--- config.mk ---
export PLATFORM = sky130hd
export DESIGN_NAME = cmd_queue_top
export DESIGN_NICKNAME = d
export VERILOG_FILES = /design/src/common/cq_bus_pkg.sv /design/src/common/cq_op_pkg.sv /design/src/queue/fifo.sv /design/src/rtl/wb_reg_decode.sv /design/src/rtl/cmd_execute.sv /design/src/rtl/result_writeback.sv /design/src/rtl/cmd_queue_top.sv
export VERILOG_INCLUDE_DIRS = /design/src /design/src/common
export SDC_FILE = /design/constraint.sdc
export NUM_CORES = 1
export LEC_CHECK = 0
export BUFFER_PORTS_ARGS = -buffer_cell sky130_fd_sc_hd__buf_2
export CAP_MARGIN = 20
export CORE_UTILIZATION = 39
export DETAILED_ROUTE_END_ITERATION = 16
export SYNTH_ARGS = -nofsm -noshare
export SYNTH_HDL_FRONTEND = slang
export SYNTH_HIERARCHICAL = 1
export SYNTH_SLANG_ARGS = --single-unit
--- constraint.sdc ---
create_clock -name clk -period 10.05 [get_ports clk]
set_input_delay 1.005 -clock clk [delete_from_list [all_inputs] [get_ports clk]]
set_output_delay 1.005 -clock clk [all_outputs]
set_load 0.02 [all_outputs]
--- src/common/cq_cfg.svh ---
`ifndef CQ_CFG_SVH
`define CQ_CFG_SVH

// queue count widths
// a queue with count width n holds 2**n - 1 words
`define CQ_CMD_COUNT_WIDTH 4
`define CQ_RES_COUNT_WIDTH 3

// register byte addresses on the bus
`define CQ_ADDR_CMD 4'h0
`define CQ_ADDR_RESULT 4'h4
`define CQ_ADDR_STATUS 4'h8
`define CQ_ADDR_COMPLETED 4'hC

// status register value with empty queues and no underflow
`define CQ_STATUS_RESET 32'h0000_0000

`endif

--- src/common/cq_bus_pkg.sv ---
package cq_bus_pkg;

    // register byte address, only the low nibble is decoded
    typedef logic [3:0] wb_addr_t;

    // bus data word
    typedef logic [31:0] wb_data_t;

    // slave handshake states
    // idle waits for a request
    // stall holds a command write while the queue is full
    // ack is the single acknowledge cycle
    typedef enum logic [1:0] {
        bus_idle,
        bus_stall,
        bus_ack
    } bus_state_e;

endpackage

--- src/common/cq_op_pkg.sv ---
package cq_op_pkg;

    // command fields
    typedef logic [3:0] opcode_t;
    typedef logic [3:0] tag_t;
    typedef logic [11:0] operand_t;
    typedef logic [15:0] value_t;

    // opcode, tag, operand_a, operand_b from msb down
    typedef logic [31:0] cmd_word_t;
    // tag on top, flags above the 16-bit value
    typedef logic [31:0] result_word_t;

    localparam opcode_t op_add = 4'd0;
    localparam opcode_t op_sub = 4'd1;
    localparam opcode_t op_and = 4'd2;
    localparam opcode_t op_xor = 4'd3;
    localparam opcode_t op_shl = 4'd4;
    localparam opcode_t op_max = 4'd5;

    // flag positions in a result word
    localparam int res_error_bit = 18;
    localparam int res_zero_bit = 17;
    localparam int res_carry_bit = 16;

endpackage

--- src/queue/fifo.sv ---
// circular buffer in block ram, head word always visible on dout
module fifo #(
    parameter int data_width = 32,
    parameter int count_width = 4
) (
    input  logic                   clk,
    input  logic                   reset,
    input  logic [data_width-1:0]  din,
    input  logic                   wr_en,
    input  logic                   rd_en,
    output logic [data_width-1:0]  dout,
    output logic                   full,
    output logic                   empty,
    output logic [count_width-1:0] data_count
);
    // bit 2 bypass register valid
    // bit 1 ram output register valid
    // bit 0 ram holds the next word but output not loaded yet
    typedef enum logic [2:0] {
        st_none = 3'b000,
        st_byp = 3'b100,
        st_byp_ram = 3'b101,
        st_out = 3'b010,
        st_out_ram = 3'b011,
        st_byp_out = 3'b111
    } fill_state_e;

    fill_state_e state, state_next;
    logic [count_width-1:0] head, head_next, head_inc;
    logic [count_width-1:0] tail, tail_next, tail_inc;
    logic [data_width-1:0] mem [2**count_width];
    logic [data_width-1:0] mem_q;
    logic [data_width-1:0] byp_q, byp_next;
    logic push, pop;

    assign head_inc = head + 1'b1;
    assign tail_inc = tail + 1'b1;
    assign data_count = tail - head;
    assign empty = (head == tail);
    // one slot stays free to tell full from empty
    assign full = (tail_inc == head);

    // drop writes when full and reads when empty
    assign push = wr_en && !full;
    assign pop = rd_en && !empty;
    assign tail_next = push ? tail_inc : tail;
    assign head_next = pop ? head_inc : head;

    always_ff @(posedge clk)
    begin
        if (reset)
        begin
            state <= st_none;
            head <= '0;
            tail <= '0;
        end
        else
        begin
            state <= state_next;
            head <= head_next;
            tail <= tail_next;
        end
    end

    // storage and registered read of the word after the head
    always_ff @(posedge clk)
    begin
        if (push)
        begin
            mem[tail] <= din;
        end
        mem_q <= mem[head_inc];
        byp_q <= byp_next;
    end

    always_comb
    begin
        state_next = state;
        byp_next = byp_q;
        dout = byp_q;
        case (state)
            st_none:
            begin
                // first word goes straight into the bypass register
                if (push)
                begin
                    state_next = st_byp;
                    byp_next = din;
                end
            end
            st_byp:
            begin
                case ({push, pop})
                    2'b11: byp_next = din;
                    2'b10: state_next = st_byp_ram;
                    2'b01: state_next = st_none;
                    default: state_next = st_byp;
                endcase
            end
            st_byp_ram:
            begin
                // ram read of the second word lands on this edge
                case ({push, pop})
                    2'b11: state_next = st_out_ram;
                    2'b01: state_next = st_out;
                    default: state_next = st_byp_out;
                endcase
            end
            st_out:
            begin
                dout = mem_q;
                case ({push, pop})
                    2'b11:
                    begin
                        state_next = st_byp;
                        byp_next = din;
                    end
                    2'b10:
                    begin
                        state_next = st_byp_ram;
                        byp_next = mem_q;
                    end
                    2'b01: state_next = st_none;
                    default:
                    begin
                        // mem_q reloads every cycle, park the head word
                        state_next = st_byp;
                        byp_next = mem_q;
                    end
                endcase
            end
            st_out_ram:
            begin
                dout = mem_q;
                case ({push, pop})
                    2'b11: state_next = st_out_ram;
                    2'b01: state_next = (data_count == count_width'(2)) ? st_out : st_out_ram;
                    default:
                    begin
                        state_next = st_byp_out;
                        byp_next = mem_q;
                    end
                endcase
            end
            st_byp_out:
            begin
                if (pop)
                begin
                    byp_next = mem_q;
                    // ram output reloads with the new head word
                    if (data_count == count_width'(2))
                    begin
                        state_next = push ? st_byp_ram : st_byp;
                    end
                    else
                    begin
                        state_next = st_out_ram;
                    end
                end
            end
            default: state_next = st_none;
        endcase
    end

    // count moves by one per accepted write, never wraps past capacity
    assert property (@(posedge clk) disable iff (reset)
        (push && !pop) |=> (int'(data_count) == int'($past(data_count)) + 1));

    // FSM empty state tracks the pointer comparison
    assert property (@(posedge clk) disable iff (reset)
        empty == (state == st_none));

endmodule

--- src/rtl/wb_reg_decode.sv ---
`include "cq_cfg.svh"

// wishbone classic slave for the four registers
module wb_reg_decode (
    input  logic                              clk,
    input  logic                              reset,
    input  logic                              cyc,
    input  logic                              stb,
    input  logic                              we,
    input  cq_bus_pkg::wb_addr_t              adr,
    input  cq_bus_pkg::wb_data_t              dat_w,
    output cq_bus_pkg::wb_data_t              dat_r,
    output logic                              ack,
    output logic                              cmd_wr_en,
    output cq_op_pkg::cmd_word_t              cmd_din,
    input  logic                              cmd_full,
    input  logic [`CQ_CMD_COUNT_WIDTH-1:0]    cmd_count,
    output logic                              res_rd_en,
    input  cq_op_pkg::result_word_t           res_dout,
    input  logic                              res_empty,
    input  logic [`CQ_RES_COUNT_WIDTH-1:0]    res_count,
    input  logic [15:0]                       completed
);
    cq_bus_pkg::bus_state_e state, state_next;
    cq_bus_pkg::wb_data_t status;
    logic req, cmd_write, result_read, underflow;

    assign req = cyc && stb;
    assign cmd_write = we && (adr == `CQ_ADDR_CMD);
    assign result_read = !we && (adr == `CQ_ADDR_RESULT);

    always_comb
    begin
        state_next = state;
        case (state)
            cq_bus_pkg::bus_idle:
            begin
                if (req)
                begin
                    // full command queue holds the write back
                    state_next = (cmd_write && cmd_full) ? cq_bus_pkg::bus_stall
                                                         : cq_bus_pkg::bus_ack;
                end
            end
            cq_bus_pkg::bus_stall:
            begin
                if (!req)
                begin
                    state_next = cq_bus_pkg::bus_idle;
                end
                else if (!cmd_full)
                begin
                    state_next = cq_bus_pkg::bus_ack;
                end
            end
            default: state_next = cq_bus_pkg::bus_idle;
        endcase
    end

    always_ff @(posedge clk)
    begin
        if (reset)
        begin
            state <= cq_bus_pkg::bus_idle;
            underflow <= 1'b0;
        end
        else
        begin
            state <= state_next;
            // sticky until reset
            if (ack && result_read && res_empty)
            begin
                underflow <= 1'b1;
            end
        end
    end

    // push and pop both land in the ack cycle
    assign ack = (state == cq_bus_pkg::bus_ack);
    assign cmd_wr_en = ack && cmd_write;
    assign cmd_din = dat_w;
    assign res_rd_en = ack && result_read && !res_empty;

    // read data mux
    always_comb
    begin
        status = `CQ_STATUS_RESET;
        status[`CQ_CMD_COUNT_WIDTH-1:0] = cmd_count;
        status[8 +: `CQ_RES_COUNT_WIDTH] = res_count;
        status[16] = underflow;
        case (adr)
            `CQ_ADDR_RESULT: dat_r = res_empty ? '0 : res_dout;
            `CQ_ADDR_STATUS: dat_r = status;
            `CQ_ADDR_COMPLETED: dat_r = {16'h0000, completed};
            default: dat_r = '0;
        endcase
    end

    // ack only while the master still holds the request
    assert property (@(posedge clk) disable iff (reset) ack |-> (cyc && stb));

endmodule

--- src/rtl/cmd_execute.sv ---
// pops one command at a time and computes its 16-bit value
module cmd_execute (
    input  logic                 clk,
    input  logic                 reset,
    input  cq_op_pkg::cmd_word_t cmd_dout,
    input  logic                 cmd_empty,
    output logic                 cmd_rd_en,
    input  logic                 ready,
    output logic                 exe_valid,
    output cq_op_pkg::tag_t      exe_tag,
    output cq_op_pkg::value_t    exe_value,
    output logic                 exe_carry,
    output logic                 exe_error
);
    cq_op_pkg::opcode_t opcode;
    cq_op_pkg::operand_t operand_a, operand_b;
    cq_op_pkg::value_t wide_a, wide_b, value;
    logic carry, error;

    // field split
    assign opcode = cmd_dout[31:28];
    assign operand_a = cmd_dout[23:12];
    assign operand_b = cmd_dout[11:0];
    assign wide_a = {4'h0, operand_a};
    assign wide_b = {4'h0, operand_b};

    // writeback has room for one more item
    assign cmd_rd_en = ready && !cmd_empty;

    always_comb
    begin
        value = '0;
        carry = 1'b0;
        error = 1'b0;
        case (opcode)
            cq_op_pkg::op_add:
            begin
                value = wide_a + wide_b;
                carry = value[12];
            end
            cq_op_pkg::op_sub:
            begin
                // bit 12 doubles as borrow
                value = wide_a - wide_b;
                carry = value[12];
            end
            cq_op_pkg::op_and: value = wide_a & wide_b;
            cq_op_pkg::op_xor: value = wide_a ^ wide_b;
            cq_op_pkg::op_shl: value = wide_a << operand_b[3:0];
            cq_op_pkg::op_max: value = (operand_a > operand_b) ? wide_a : wide_b;
            default: error = 1'b1;
        endcase
    end

    always_ff @(posedge clk)
    begin
        if (reset)
        begin
            exe_valid <= 1'b0;
        end
        else
        begin
            exe_valid <= cmd_rd_en;
        end
    end

    // capture on the pop edge
    always_ff @(posedge clk)
    begin
        if (cmd_rd_en)
        begin
            exe_tag <= cmd_dout[27:24];
            exe_value <= value;
            exe_carry <= carry;
            exe_error <= error;
        end
    end

endmodule

--- src/rtl/result_writeback.sv ---
`include "cq_cfg.svh"

// packs flags and tag, pushes into the result queue
module result_writeback (
    input  logic                           clk,
    input  logic                           reset,
    input  logic                           exe_valid,
    input  cq_op_pkg::tag_t                exe_tag,
    input  cq_op_pkg::value_t              exe_value,
    input  logic                           exe_carry,
    input  logic                           exe_error,
    input  logic [`CQ_RES_COUNT_WIDTH-1:0] res_count,
    output logic                           ready,
    output logic                           res_wr_en,
    output cq_op_pkg::result_word_t        res_din,
    output logic [15:0]                    completed
);
    localparam int res_capacity = (1 << `CQ_RES_COUNT_WIDTH) - 1;

    cq_op_pkg::result_word_t packed_word;
    logic [`CQ_RES_COUNT_WIDTH:0] occupancy;
    logic item_valid;

    always_comb
    begin
        packed_word = '0;
        packed_word[31:28] = exe_tag;
        packed_word[cq_op_pkg::res_error_bit] = exe_error;
        packed_word[cq_op_pkg::res_zero_bit] = (exe_value == '0);
        packed_word[cq_op_pkg::res_carry_bit] = exe_carry;
        packed_word[15:0] = exe_value;
    end

    // queued words plus both pipeline slots must fit
    assign occupancy = {1'b0, res_count} + exe_valid + item_valid;
    assign ready = (occupancy < res_capacity);
    assign res_wr_en = item_valid;

    always_ff @(posedge clk)
    begin
        if (reset)
        begin
            item_valid <= 1'b0;
            completed <= '0;
        end
        else
        begin
            item_valid <= exe_valid;
            if (res_wr_en)
            begin
                completed <= completed + 1'b1;
            end
        end
    end

    always_ff @(posedge clk)
    begin
        if (exe_valid)
        begin
            res_din <= packed_word;
        end
    end

    // ready accounting keeps the queue from overflowing
    assert property (@(posedge clk) disable iff (reset)
        res_wr_en |-> (res_count < res_capacity));

endmodule

--- src/rtl/cmd_queue_top.sv ---
`include "cq_cfg.svh"

module cmd_queue_top (
    input  logic                 clk,
    input  logic                 reset,
    input  logic                 cyc,
    input  logic                 stb,
    input  logic                 we,
    input  cq_bus_pkg::wb_addr_t adr,
    input  cq_bus_pkg::wb_data_t dat_w,
    output cq_bus_pkg::wb_data_t dat_r,
    output logic                 ack
);
    // command path
    cq_op_pkg::cmd_word_t cmd_din, cmd_dout;
    logic cmd_wr_en, cmd_rd_en, cmd_full, cmd_empty;
    logic [`CQ_CMD_COUNT_WIDTH-1:0] cmd_count;

    // execute to writeback
    logic exe_valid, exe_carry, exe_error, ready;
    cq_op_pkg::tag_t exe_tag;
    cq_op_pkg::value_t exe_value;

    // result path
    cq_op_pkg::result_word_t res_din, res_dout;
    logic res_wr_en, res_rd_en, res_empty;
    logic [`CQ_RES_COUNT_WIDTH-1:0] res_count;
    logic [15:0] completed;

    wb_reg_decode wb_reg_decode_i (
        .clk(clk), .reset(reset),
        .cyc(cyc), .stb(stb), .we(we), .adr(adr),
        .dat_w(dat_w), .dat_r(dat_r), .ack(ack),
        .cmd_wr_en(cmd_wr_en), .cmd_din(cmd_din),
        .cmd_full(cmd_full), .cmd_count(cmd_count),
        .res_rd_en(res_rd_en), .res_dout(res_dout),
        .res_empty(res_empty), .res_count(res_count),
        .completed(completed)
    );

    fifo #(.data_width(32), .count_width(`CQ_CMD_COUNT_WIDTH)) cmd_queue (
        .clk(clk), .reset(reset),
        .din(cmd_din), .wr_en(cmd_wr_en), .rd_en(cmd_rd_en),
        .dout(cmd_dout), .full(cmd_full), .empty(cmd_empty),
        .data_count(cmd_count)
    );

    cmd_execute cmd_execute_i (
        .clk(clk), .reset(reset),
        .cmd_dout(cmd_dout), .cmd_empty(cmd_empty), .cmd_rd_en(cmd_rd_en),
        .ready(ready), .exe_valid(exe_valid), .exe_tag(exe_tag),
        .exe_value(exe_value), .exe_carry(exe_carry), .exe_error(exe_error)
    );

    result_writeback result_writeback_i (
        .clk(clk), .reset(reset),
        .exe_valid(exe_valid), .exe_tag(exe_tag), .exe_value(exe_value),
        .exe_carry(exe_carry), .exe_error(exe_error),
        .res_count(res_count), .ready(ready),
        .res_wr_en(res_wr_en), .res_din(res_din), .completed(completed)
    );

    // writeback throttles on the count so full is never reached
    fifo #(.data_width(32), .count_width(`CQ_RES_COUNT_WIDTH)) result_queue (
        .clk(clk), .reset(reset),
        .din(res_din), .wr_en(res_wr_en), .rd_en(res_rd_en),
        .dout(res_dout), .full(), .empty(res_empty),
        .data_count(res_count)
    );

endmodule

* Yosys cells after proc, flatten, opt, wreduce, memory -nomap -nowiden
Memory sizes are Yosys's and may differ from the RTL's. A register that Yosys moved wholly into a read port is not among the register bits. Index checks and enable logic that the tools add are counted.
Storage, ports and cells: register bits 182, bits in latches 0, memory bits (writable) 696, ROM bits 0, input port bits 41, output and inout port bits 33, memories kept 2
Operators by class: add/subtract/negate cells 11, $mul 0, divide/modulo/power cells 0, order comparisons 2, equal/unequal tests 46, shifts and indexed selects 1, mux-type cells 49, bitwise logic cells 2, reduce and logical (&&, ||, !) cells 36
Memories:
- cmd_queue.mem | words 16, bits a word 32, read ports 1, clocked after Yosys merged registers in 1, write ports 1, line fifo.sv:31 | logic [data_width-1:0] mem [2**count_width];
- result_queue.mem | words 8, bits a word 23, read ports 1, clocked after Yosys merged registers in 1, write ports 1, line fifo.sv:31
Operators by type and width (count):
- 2-to-1 mux 32 bit | 11
- one-hot mux 32 bit (5 select lines) | 2
- one-hot mux 32 bit (2 select lines) | 2
- one-hot mux 16 bit (6 select lines) | 1
- one-hot mux 32 bit (3 select lines) | 1
- one-hot mux 3 bit (2 select lines) | 6
- one-hot mux 3 bit (6 select lines) | 2
- == test 3 bit (second input constant) | 6
- 2-to-1 mux 3 bit | 6
- one-hot mux 3 bit (3 select lines) | 2
- adder 16 x 1 -> 16 bit (second input constant) | 1
- logical NOT 16 bit | 1
- left shift 12 x 4 -> 16 bit | 1
- == test 3 x 2 -> 1 bit (second input constant) | 5
- inequality test 2 x 1 -> 1 bit (second input constant) | 7
- adder 12 x 12 -> 13 bit | 1
- logical AND 1 bit | 13
- subtractor 12 x 12 -> 13 bit | 1
- AND 12 bit | 1
- == test 4 x 2 -> 1 bit (second input constant) | 3
- == test 4 x 3 -> 1 bit (second input constant) | 3
- > comparator 12 bit | 1
- 2-to-1 mux 12 bit | 1
- inequality test 2 bit (second input constant) | 6
- other kinds (29) | 63

* Depth between registers and ports, before layout
depth after elaboration 10, gate-level depth with buffers 16, gate-level depth less buffers 13

* Modules after synthesis
The synthesis kept the hierarchy.
Modules (own cells, without submodules):
- fifo (cmd_queue) | times used 1, cells each 965, area each 22661.7 um2
- fifo (result_queue) | times used 1, cells each 593, area each 12685.9 um2
- cmd_execute | times used 1, cells each 384, area each 3184.3 um2
- result_writeback | times used 1, cells each 129, area each 1620.3 um2
- wb_reg_decode | times used 1, cells each 96, area each 770.7 um2

* Least setup slack after synthesis
OpenSTA, ideal clock, no wires.
kind register to register, start register result_queue.tail[0], end register cmd_queue.byp_q[0] (enable), setup time 0.431 ns, arrival time 4.587 ns, data required time 9.619 ns, setup slack 5.033 ns, stages on the path, launching flop included 13, buffers on the path 0, period minus slack after synthesis 5.017 ns, path through dfxtp_1 > inv_1 > ha_1 > inv_1 > fa_1 > ha_1 > xor2_1 > a31oi_1 > nor2b_1 > o21ai_0 > nor3_1 > o21ai_0 > o211ai_1
On the way: word-level cells in the longest chain between the ends 10, elaborated cells on any way between the ends 14, those cells by class add/sub: 3; order compare: 1; eq/ne: 6; reduce/logical: 4
Ends and longest elaborated chain:
- from (decl) | line fifo.sv:30 | logic [count_width-1:0] tail, tail_next, tail_inc;
- from (signal assigned) | line fifo.sv:61 | tail <= tail_next;
- subtractor 3 bit * | line fifo.sv:38 | assign data_count = tail - head;
- named net res_count[0] | line cmd_queue_top.sv:27 | logic [`CQ_RES_COUNT_WIDTH-1:0] res_count;
- adder 3 x 1 -> 4 bit * | line result_writeback.sv:35 | assign occupancy = {1'b0, res_count} + exe_valid + item_valid;
- adder 4 x 1 -> 4 bit * | line result_writeback.sv:35
- < comparator 4 x 3 -> 1 bit * | line result_writeback.sv:36 | assign ready = (occupancy < res_capacity);
- named net ready | line cmd_queue_top.sv:20 | logic exe_valid, exe_carry, exe_error, ready;
- logical AND 1 bit * | line cmd_execute.sv:28 | assign cmd_rd_en = ready && !cmd_empty;
- named net cmd_rd_en | line cmd_queue_top.sv:16 | logic cmd_wr_en, cmd_rd_en, cmd_full, cmd_empty;
- logical AND 1 bit * | line fifo.sv:45 | assign pop = rd_en && !empty;
- == test 2 bit or == test 2 x 1 -> 1 bit (tied branches) | line fifo.sv:93, fifo.sv:135, fifo.sv:112
- OR reduction 2 bit (no line)
- inequality test 2 bit (no line)
- AND reduction 6 bit (no line) *
- to (signal assigned) | line fifo.sv:73 | byp_q <= byp_next;
- to (decl) | line fifo.sv:33 | logic [data_width-1:0] byp_q, byp_next;
Mark *: on every way through the listed nets, which the timed path passes. The rest lies on a longest branch. A chain may end at the register's enable or synchronous reset.

* Worst setup path after layout
start register cmd_queue.state[2], end register cmd_execute_i.exe_value[6] (data pin)
On the way: word-level cells in the longest chain between the ends 6, elaborated cells on any way between the ends 18, those cells by class add/sub: 2; order compare: 1; eq/ne: 7; shift: 1; mux: 3; bitwise: 2; reduce/logical: 2
Ends and longest elaborated chain:
- from (decl) | line fifo.sv:28 | fill_state_e state, state_next;
- from (signal assigned) | line fifo.sv:53 | state <= st_none;
- from (signal assigned) | line fifo.sv:59 | state <= state_next;
- == test 3 x 2 -> 1 bit | line fifo.sv:81 | case (state)
- OR reduction 2 bit (no line) *
- 2-to-1 mux 32 bit * | line fifo.sv:81
- named net cmd_dout[1] | line cmd_queue_top.sv:15 | cq_op_pkg::cmd_word_t cmd_din, cmd_dout;
- > comparator 12 bit | line cmd_execute.sv:50 | cq_op_pkg::op_max: value = (operand_a > operand_b) ? wide_a : wide_b;
- 2-to-1 mux 12 bit | line cmd_execute.sv:50
- one-hot mux 16 bit (6 select lines) * | line cmd_execute.sv:35 | case (opcode)
- named net cmd_execute_i.value[6] | line cmd_execute.sv:17 | cq_op_pkg::value_t wide_a, wide_b, value;
- to (signal assigned) | line cmd_execute.sv:73 | exe_value <= value;
- to (decl) | line cmd_execute.sv:11 | output cq_op_pkg::value_t exe_value,
Marked as above.

==> results.sh <==
export IMPL_yosys_area_top_type="edfxtp_1"
export IMPL_timing_rr_start="cmd_queue/state[2]"
export IMPL_hpwl_mm=51.8
export IMPL_clk_latency_ps=680
export IMPL_cts_made_buffers=99
export IMPL_core_mm2=0.104
export IMPL_period_share_pct=43.2
export IMPL_clkTransAtPathRegs_ps=60
export IMPL_fp_dieW_um=326
export IMPL_wire_per_inst_um=24.1
export IMPL_totalWireLength_mm=89.4
export IMPL_portBuffers=73
export IMPL_r2r_setup_slack_ps=5710
export IMPL_async_flop_share_pct=0
export IMPL_min_delay_path_depth=0
export IMPL_drv_slew=0
export IMPL_p_comb_share_pct=0.8
export IMPL_dpl_instance_area_mm2=0.0426
export IMPL_final_common_cell="edfxtp_1"
export IMPL_cts_tree="done"
export IMPL_io_pins=74
export IMPL_required_ps=10540
export IMPL_yosys_top_cells_area="edfxtp_1, mux4_2, dfxtp_1, mux2_2, ha_1"
export IMPL_clk_path_buf_depth=3
export IMPL_cpMaxStageDelayCell="o311ai_0"
export IMPL_synthesis_area_mm2=0.0409
export IMPL_path_class="flop to flop"
export IMPL_clock_sinks=982
export IMPL_drtIter0Drc=1728
export IMPL_vias=20074
export IMPL_switching_share_pct=19.4
export IMPL_worstMarginPinSlew_ps=1150
export IMPL_die_area_mm2=0.106
export IMPL_root_buffer="clkbuf_16"
export IMPL_internal_power_mw=6.55
export IMPL_grt_pass1_vias=21105
export IMPL_slew_headroom_pct=23.1
export IMPL_drv_cap=0
export IMPL_antenna_found_initial=7
export IMPL_critPathMaxStageDelay_ps=630
export IMPL_yosysWarnings=6
export IMPL_row_count=118
export IMPL_status="finished clean"
export IMPL_remaining_drc_errors=0
export IMPL_area_growth_syn_to_layout_pct=12.3
export IMPL_nNetsFinal=2325
export IMPL_reg2reg_depth=12
export IMPL_synth_edff_count=877
export IMPL_rsz0062_at_grt="false"
export IMPL_gp_congestion=0.824
export IMPL_cp_cell_sequence="nand2b_2 -> buf_4 -> mux2_2 -> inv_1 -> fa_1 -> o21ba_2 -> nor4_2 -> nor3_1 -> xnor2_1 -> o311ai_0 -> a22oi_1 -> o311ai_1"
export IMPL_first_pass_iters=5
export IMPL_overflow=0
export IMPL_switching_power_mw=1.58
export IMPL_vias_per_cell=5.42
export IMPL_cts_hold_buf=0
export IMPL_hold_violations=0
export IMPL_ant_nets=0
export IMPL_min_period_ps=4340
export IMPL_min_to="result_writeback_i/res_din[31]"
export IMPL_ys_flop_type="edfxtp_1"
export IMPL_clock_power_share_pct=44.8
export IMPL_grt_pass1_wl_mm=136
export IMPL_power_density_mw_per_mm2=177
export IMPL_drive_above_1_share_pct=30.8
export IMPL_power_leakage_nw=14.9
export IMPL_reg2reg_to="cmd_execute_i/exe_value[6]"
export IMPL_finalSetupTns_ps=0
export IMPL_worstSetupStartpointType="flop"
export IMPL_skew_ps=33.5
export IMPL_synth_top_area_share_pct=64.4
export IMPL_cp_end_kind="flop"
export IMPL_design_area_mm2=0.0459
export IMPL_cts_resized=0
export IMPL_peakVddDrop_mv=0.175
export IMPL_ys_seq_elements=982
export IMPL_grt_max_degree=68
export IMPL_cts_max_level=3
export IMPL_seqPwrFrac_pct=54.4
export IMPL_ys_seq_area_share_pct=69.5
export IMPL_crit_fanout=34
export IMPL_mostFrequentLayoutCells="edfxtp_1, mux4_2, mux2_2"
export IMPL_die_y_um=326
export IMPL_grt_total_usage_pct=17.0
export IMPL_hold_path_class="flop to flop"
export IMPL_synth_cells=2167
export IMPL_crit_arrival_ps=4830
export IMPL_syn_area_per_cell_um2=18.9
export IMPL_postCtsSetupBuffers=0
export IMPL_max_freq_mhz=230
export IMPL_initial_core_util_pct=39.4
export IMPL_synthDistinctLibCells=99
export IMPL_min_from="cmd_execute_i/exe_tag[3]"
export IMPL_final_setup_viol_count=0
==> routing by layer <==
| layer | up-vias | GRT usage (%) | share of wire, % |
|---|---|---|---|
| li1 | 8853 | - | - |
| met1 | 10570 | 22.6 | 43 |
| met3 | 156 | 2.81 | 4.4 |
| met5 | - | 0 | 0.040 |
| met2 | 489 | 28.3 | 49 |
| met4 | 6 | 5.64 | 3.0 |
==> worst max-delay path, delay by kind of cell (launching register included) <==
family,cells,cell delay (ps)
adder cells (fa/ha/maj),1,530
XOR/XNOR,1,140
AO/OA/AOI/OAI,4,1160
AND/OR/NAND/NOR,3,540
multiplexers,1,450
flip-flops,1,500
buffers and inverters,2,800
==> stage by stage <==
step | total power [mW] | hold WS (ps) | setup WS, ps | std cells | utilization (%)
finish | 8.13 | 425 | 5710 | 3705 | 44.3
global route | 8.36 | 441 | 5390 | 3704 | 44.3
CTS | 8.21 | 426 | 4990 | 3698 | 44.2
detailed placement | 4.57 | 412 | 5000 | 3514 | 41.1
global placement | 4.57 | 412 | 5140 | 3508 | 41.0
floorplan | 4.56 | 400 | 5030 | 2175 | -
==> flip-flops by register name (all words and copies together) (netlist names), 4 cells and up <==
| name | cells |
|---|---|
| cmd_execute_i/exe_tag | 4 |
| cmd_execute_i/exe_value | 16 |
| cmd_queue/byp_q | 32 |
| cmd_queue/head | 4 |
| cmd_queue/mem | 512 |
| cmd_queue/mem_q | 32 |
| cmd_queue/tail | 4 |
| result_queue/byp_q | 32 |
| result_queue/mem | 256 |
| result_queue/mem_q | 32 |
| result_writeback_i/completed | 16 |
| result_writeback_i/res_din | 23 |
==> power groups by stage <==
stage | Sequential [mW] | Clock (mW) | Combinational (mW)
6_report | 4.42 | 3.64 | 0.0655
3_5_place_dp | 4.51 | 0 | 0.0641
2_1_floorplan | 4.51 | 0 | 0.0509
4_1_cts | 4.42 | 3.72 | 0.0641
5_1_grt | 4.42 | 3.87 | 0.0725
3_3_place_gp | 4.51 | 0 | 0.0595
==> final cells by class <==
cell class	instances	area [µm²]
fillers	8854	57800
flip-flops and latches	982	28400
multi-input cells	992	11600
clock buffers	137	2720
well taps	1380	1730
repair buffers	115	806
clock inverters	47	497
inverters	50	188
diodes	2	5.00
==> logic make-up after synthesis <==
logic type / share of synthesized area, %
mux: 18.1
xor+xnor: 0.978
compound gates: 3.26
simple gates: 4.06
flops: 69.5
fa+ha+maj: 1.44
buf+inv: 2.72
other cells: 0.00916
==> worst max path at each step <==
stage	cells past startpoint	slack, ps	startpoint	endpoint
2_1_floorplan	12	5030	result_queue/tail[0]	cmd_queue/byp_q[0]
3_3_place_gp	12	5140	result_queue/head[0]	cmd_queue/byp_q[18]
3_5_place_dp	13	5000	result_queue/tail[0]	cmd_queue/byp_q[18]
4_1_cts	13	4990	result_queue/tail[0]	cmd_queue/byp_q[24]
5_1_grt	12	5390	cmd_queue/state[2]	cmd_execute_i/exe_value[5]
6_report	12	5710	cmd_queue/state[2]	cmd_execute_i/exe_value[6]
==> Yosys cell counts, types with 6 or more instances <==
cell type and number:
ha_1 39, nor4_1 10, buf_2 36, buf_4 52, nor2b_1 24, inv_1 49
nand4_1 7, and3_1 21, nand2b_1 8, a22o_1 18, nand3_1 34, o211ai_1 9
xor2_1 14, mux2_2 137, mux2i_1 27, o21ai_0 29, a211oi_1 6, mux4_2 226
xnor2_1 22, nor3_1 22, edfxtp_1 877, or3_1 8, and2_1 21, a21oi_1 32
a21o_1 11, buf_6 9, nand2_1 42, clkbuf_1 47, nor2_1 67, mux2_4 30
dfxtp_1 105
Power figures use the tool's default switching activity.
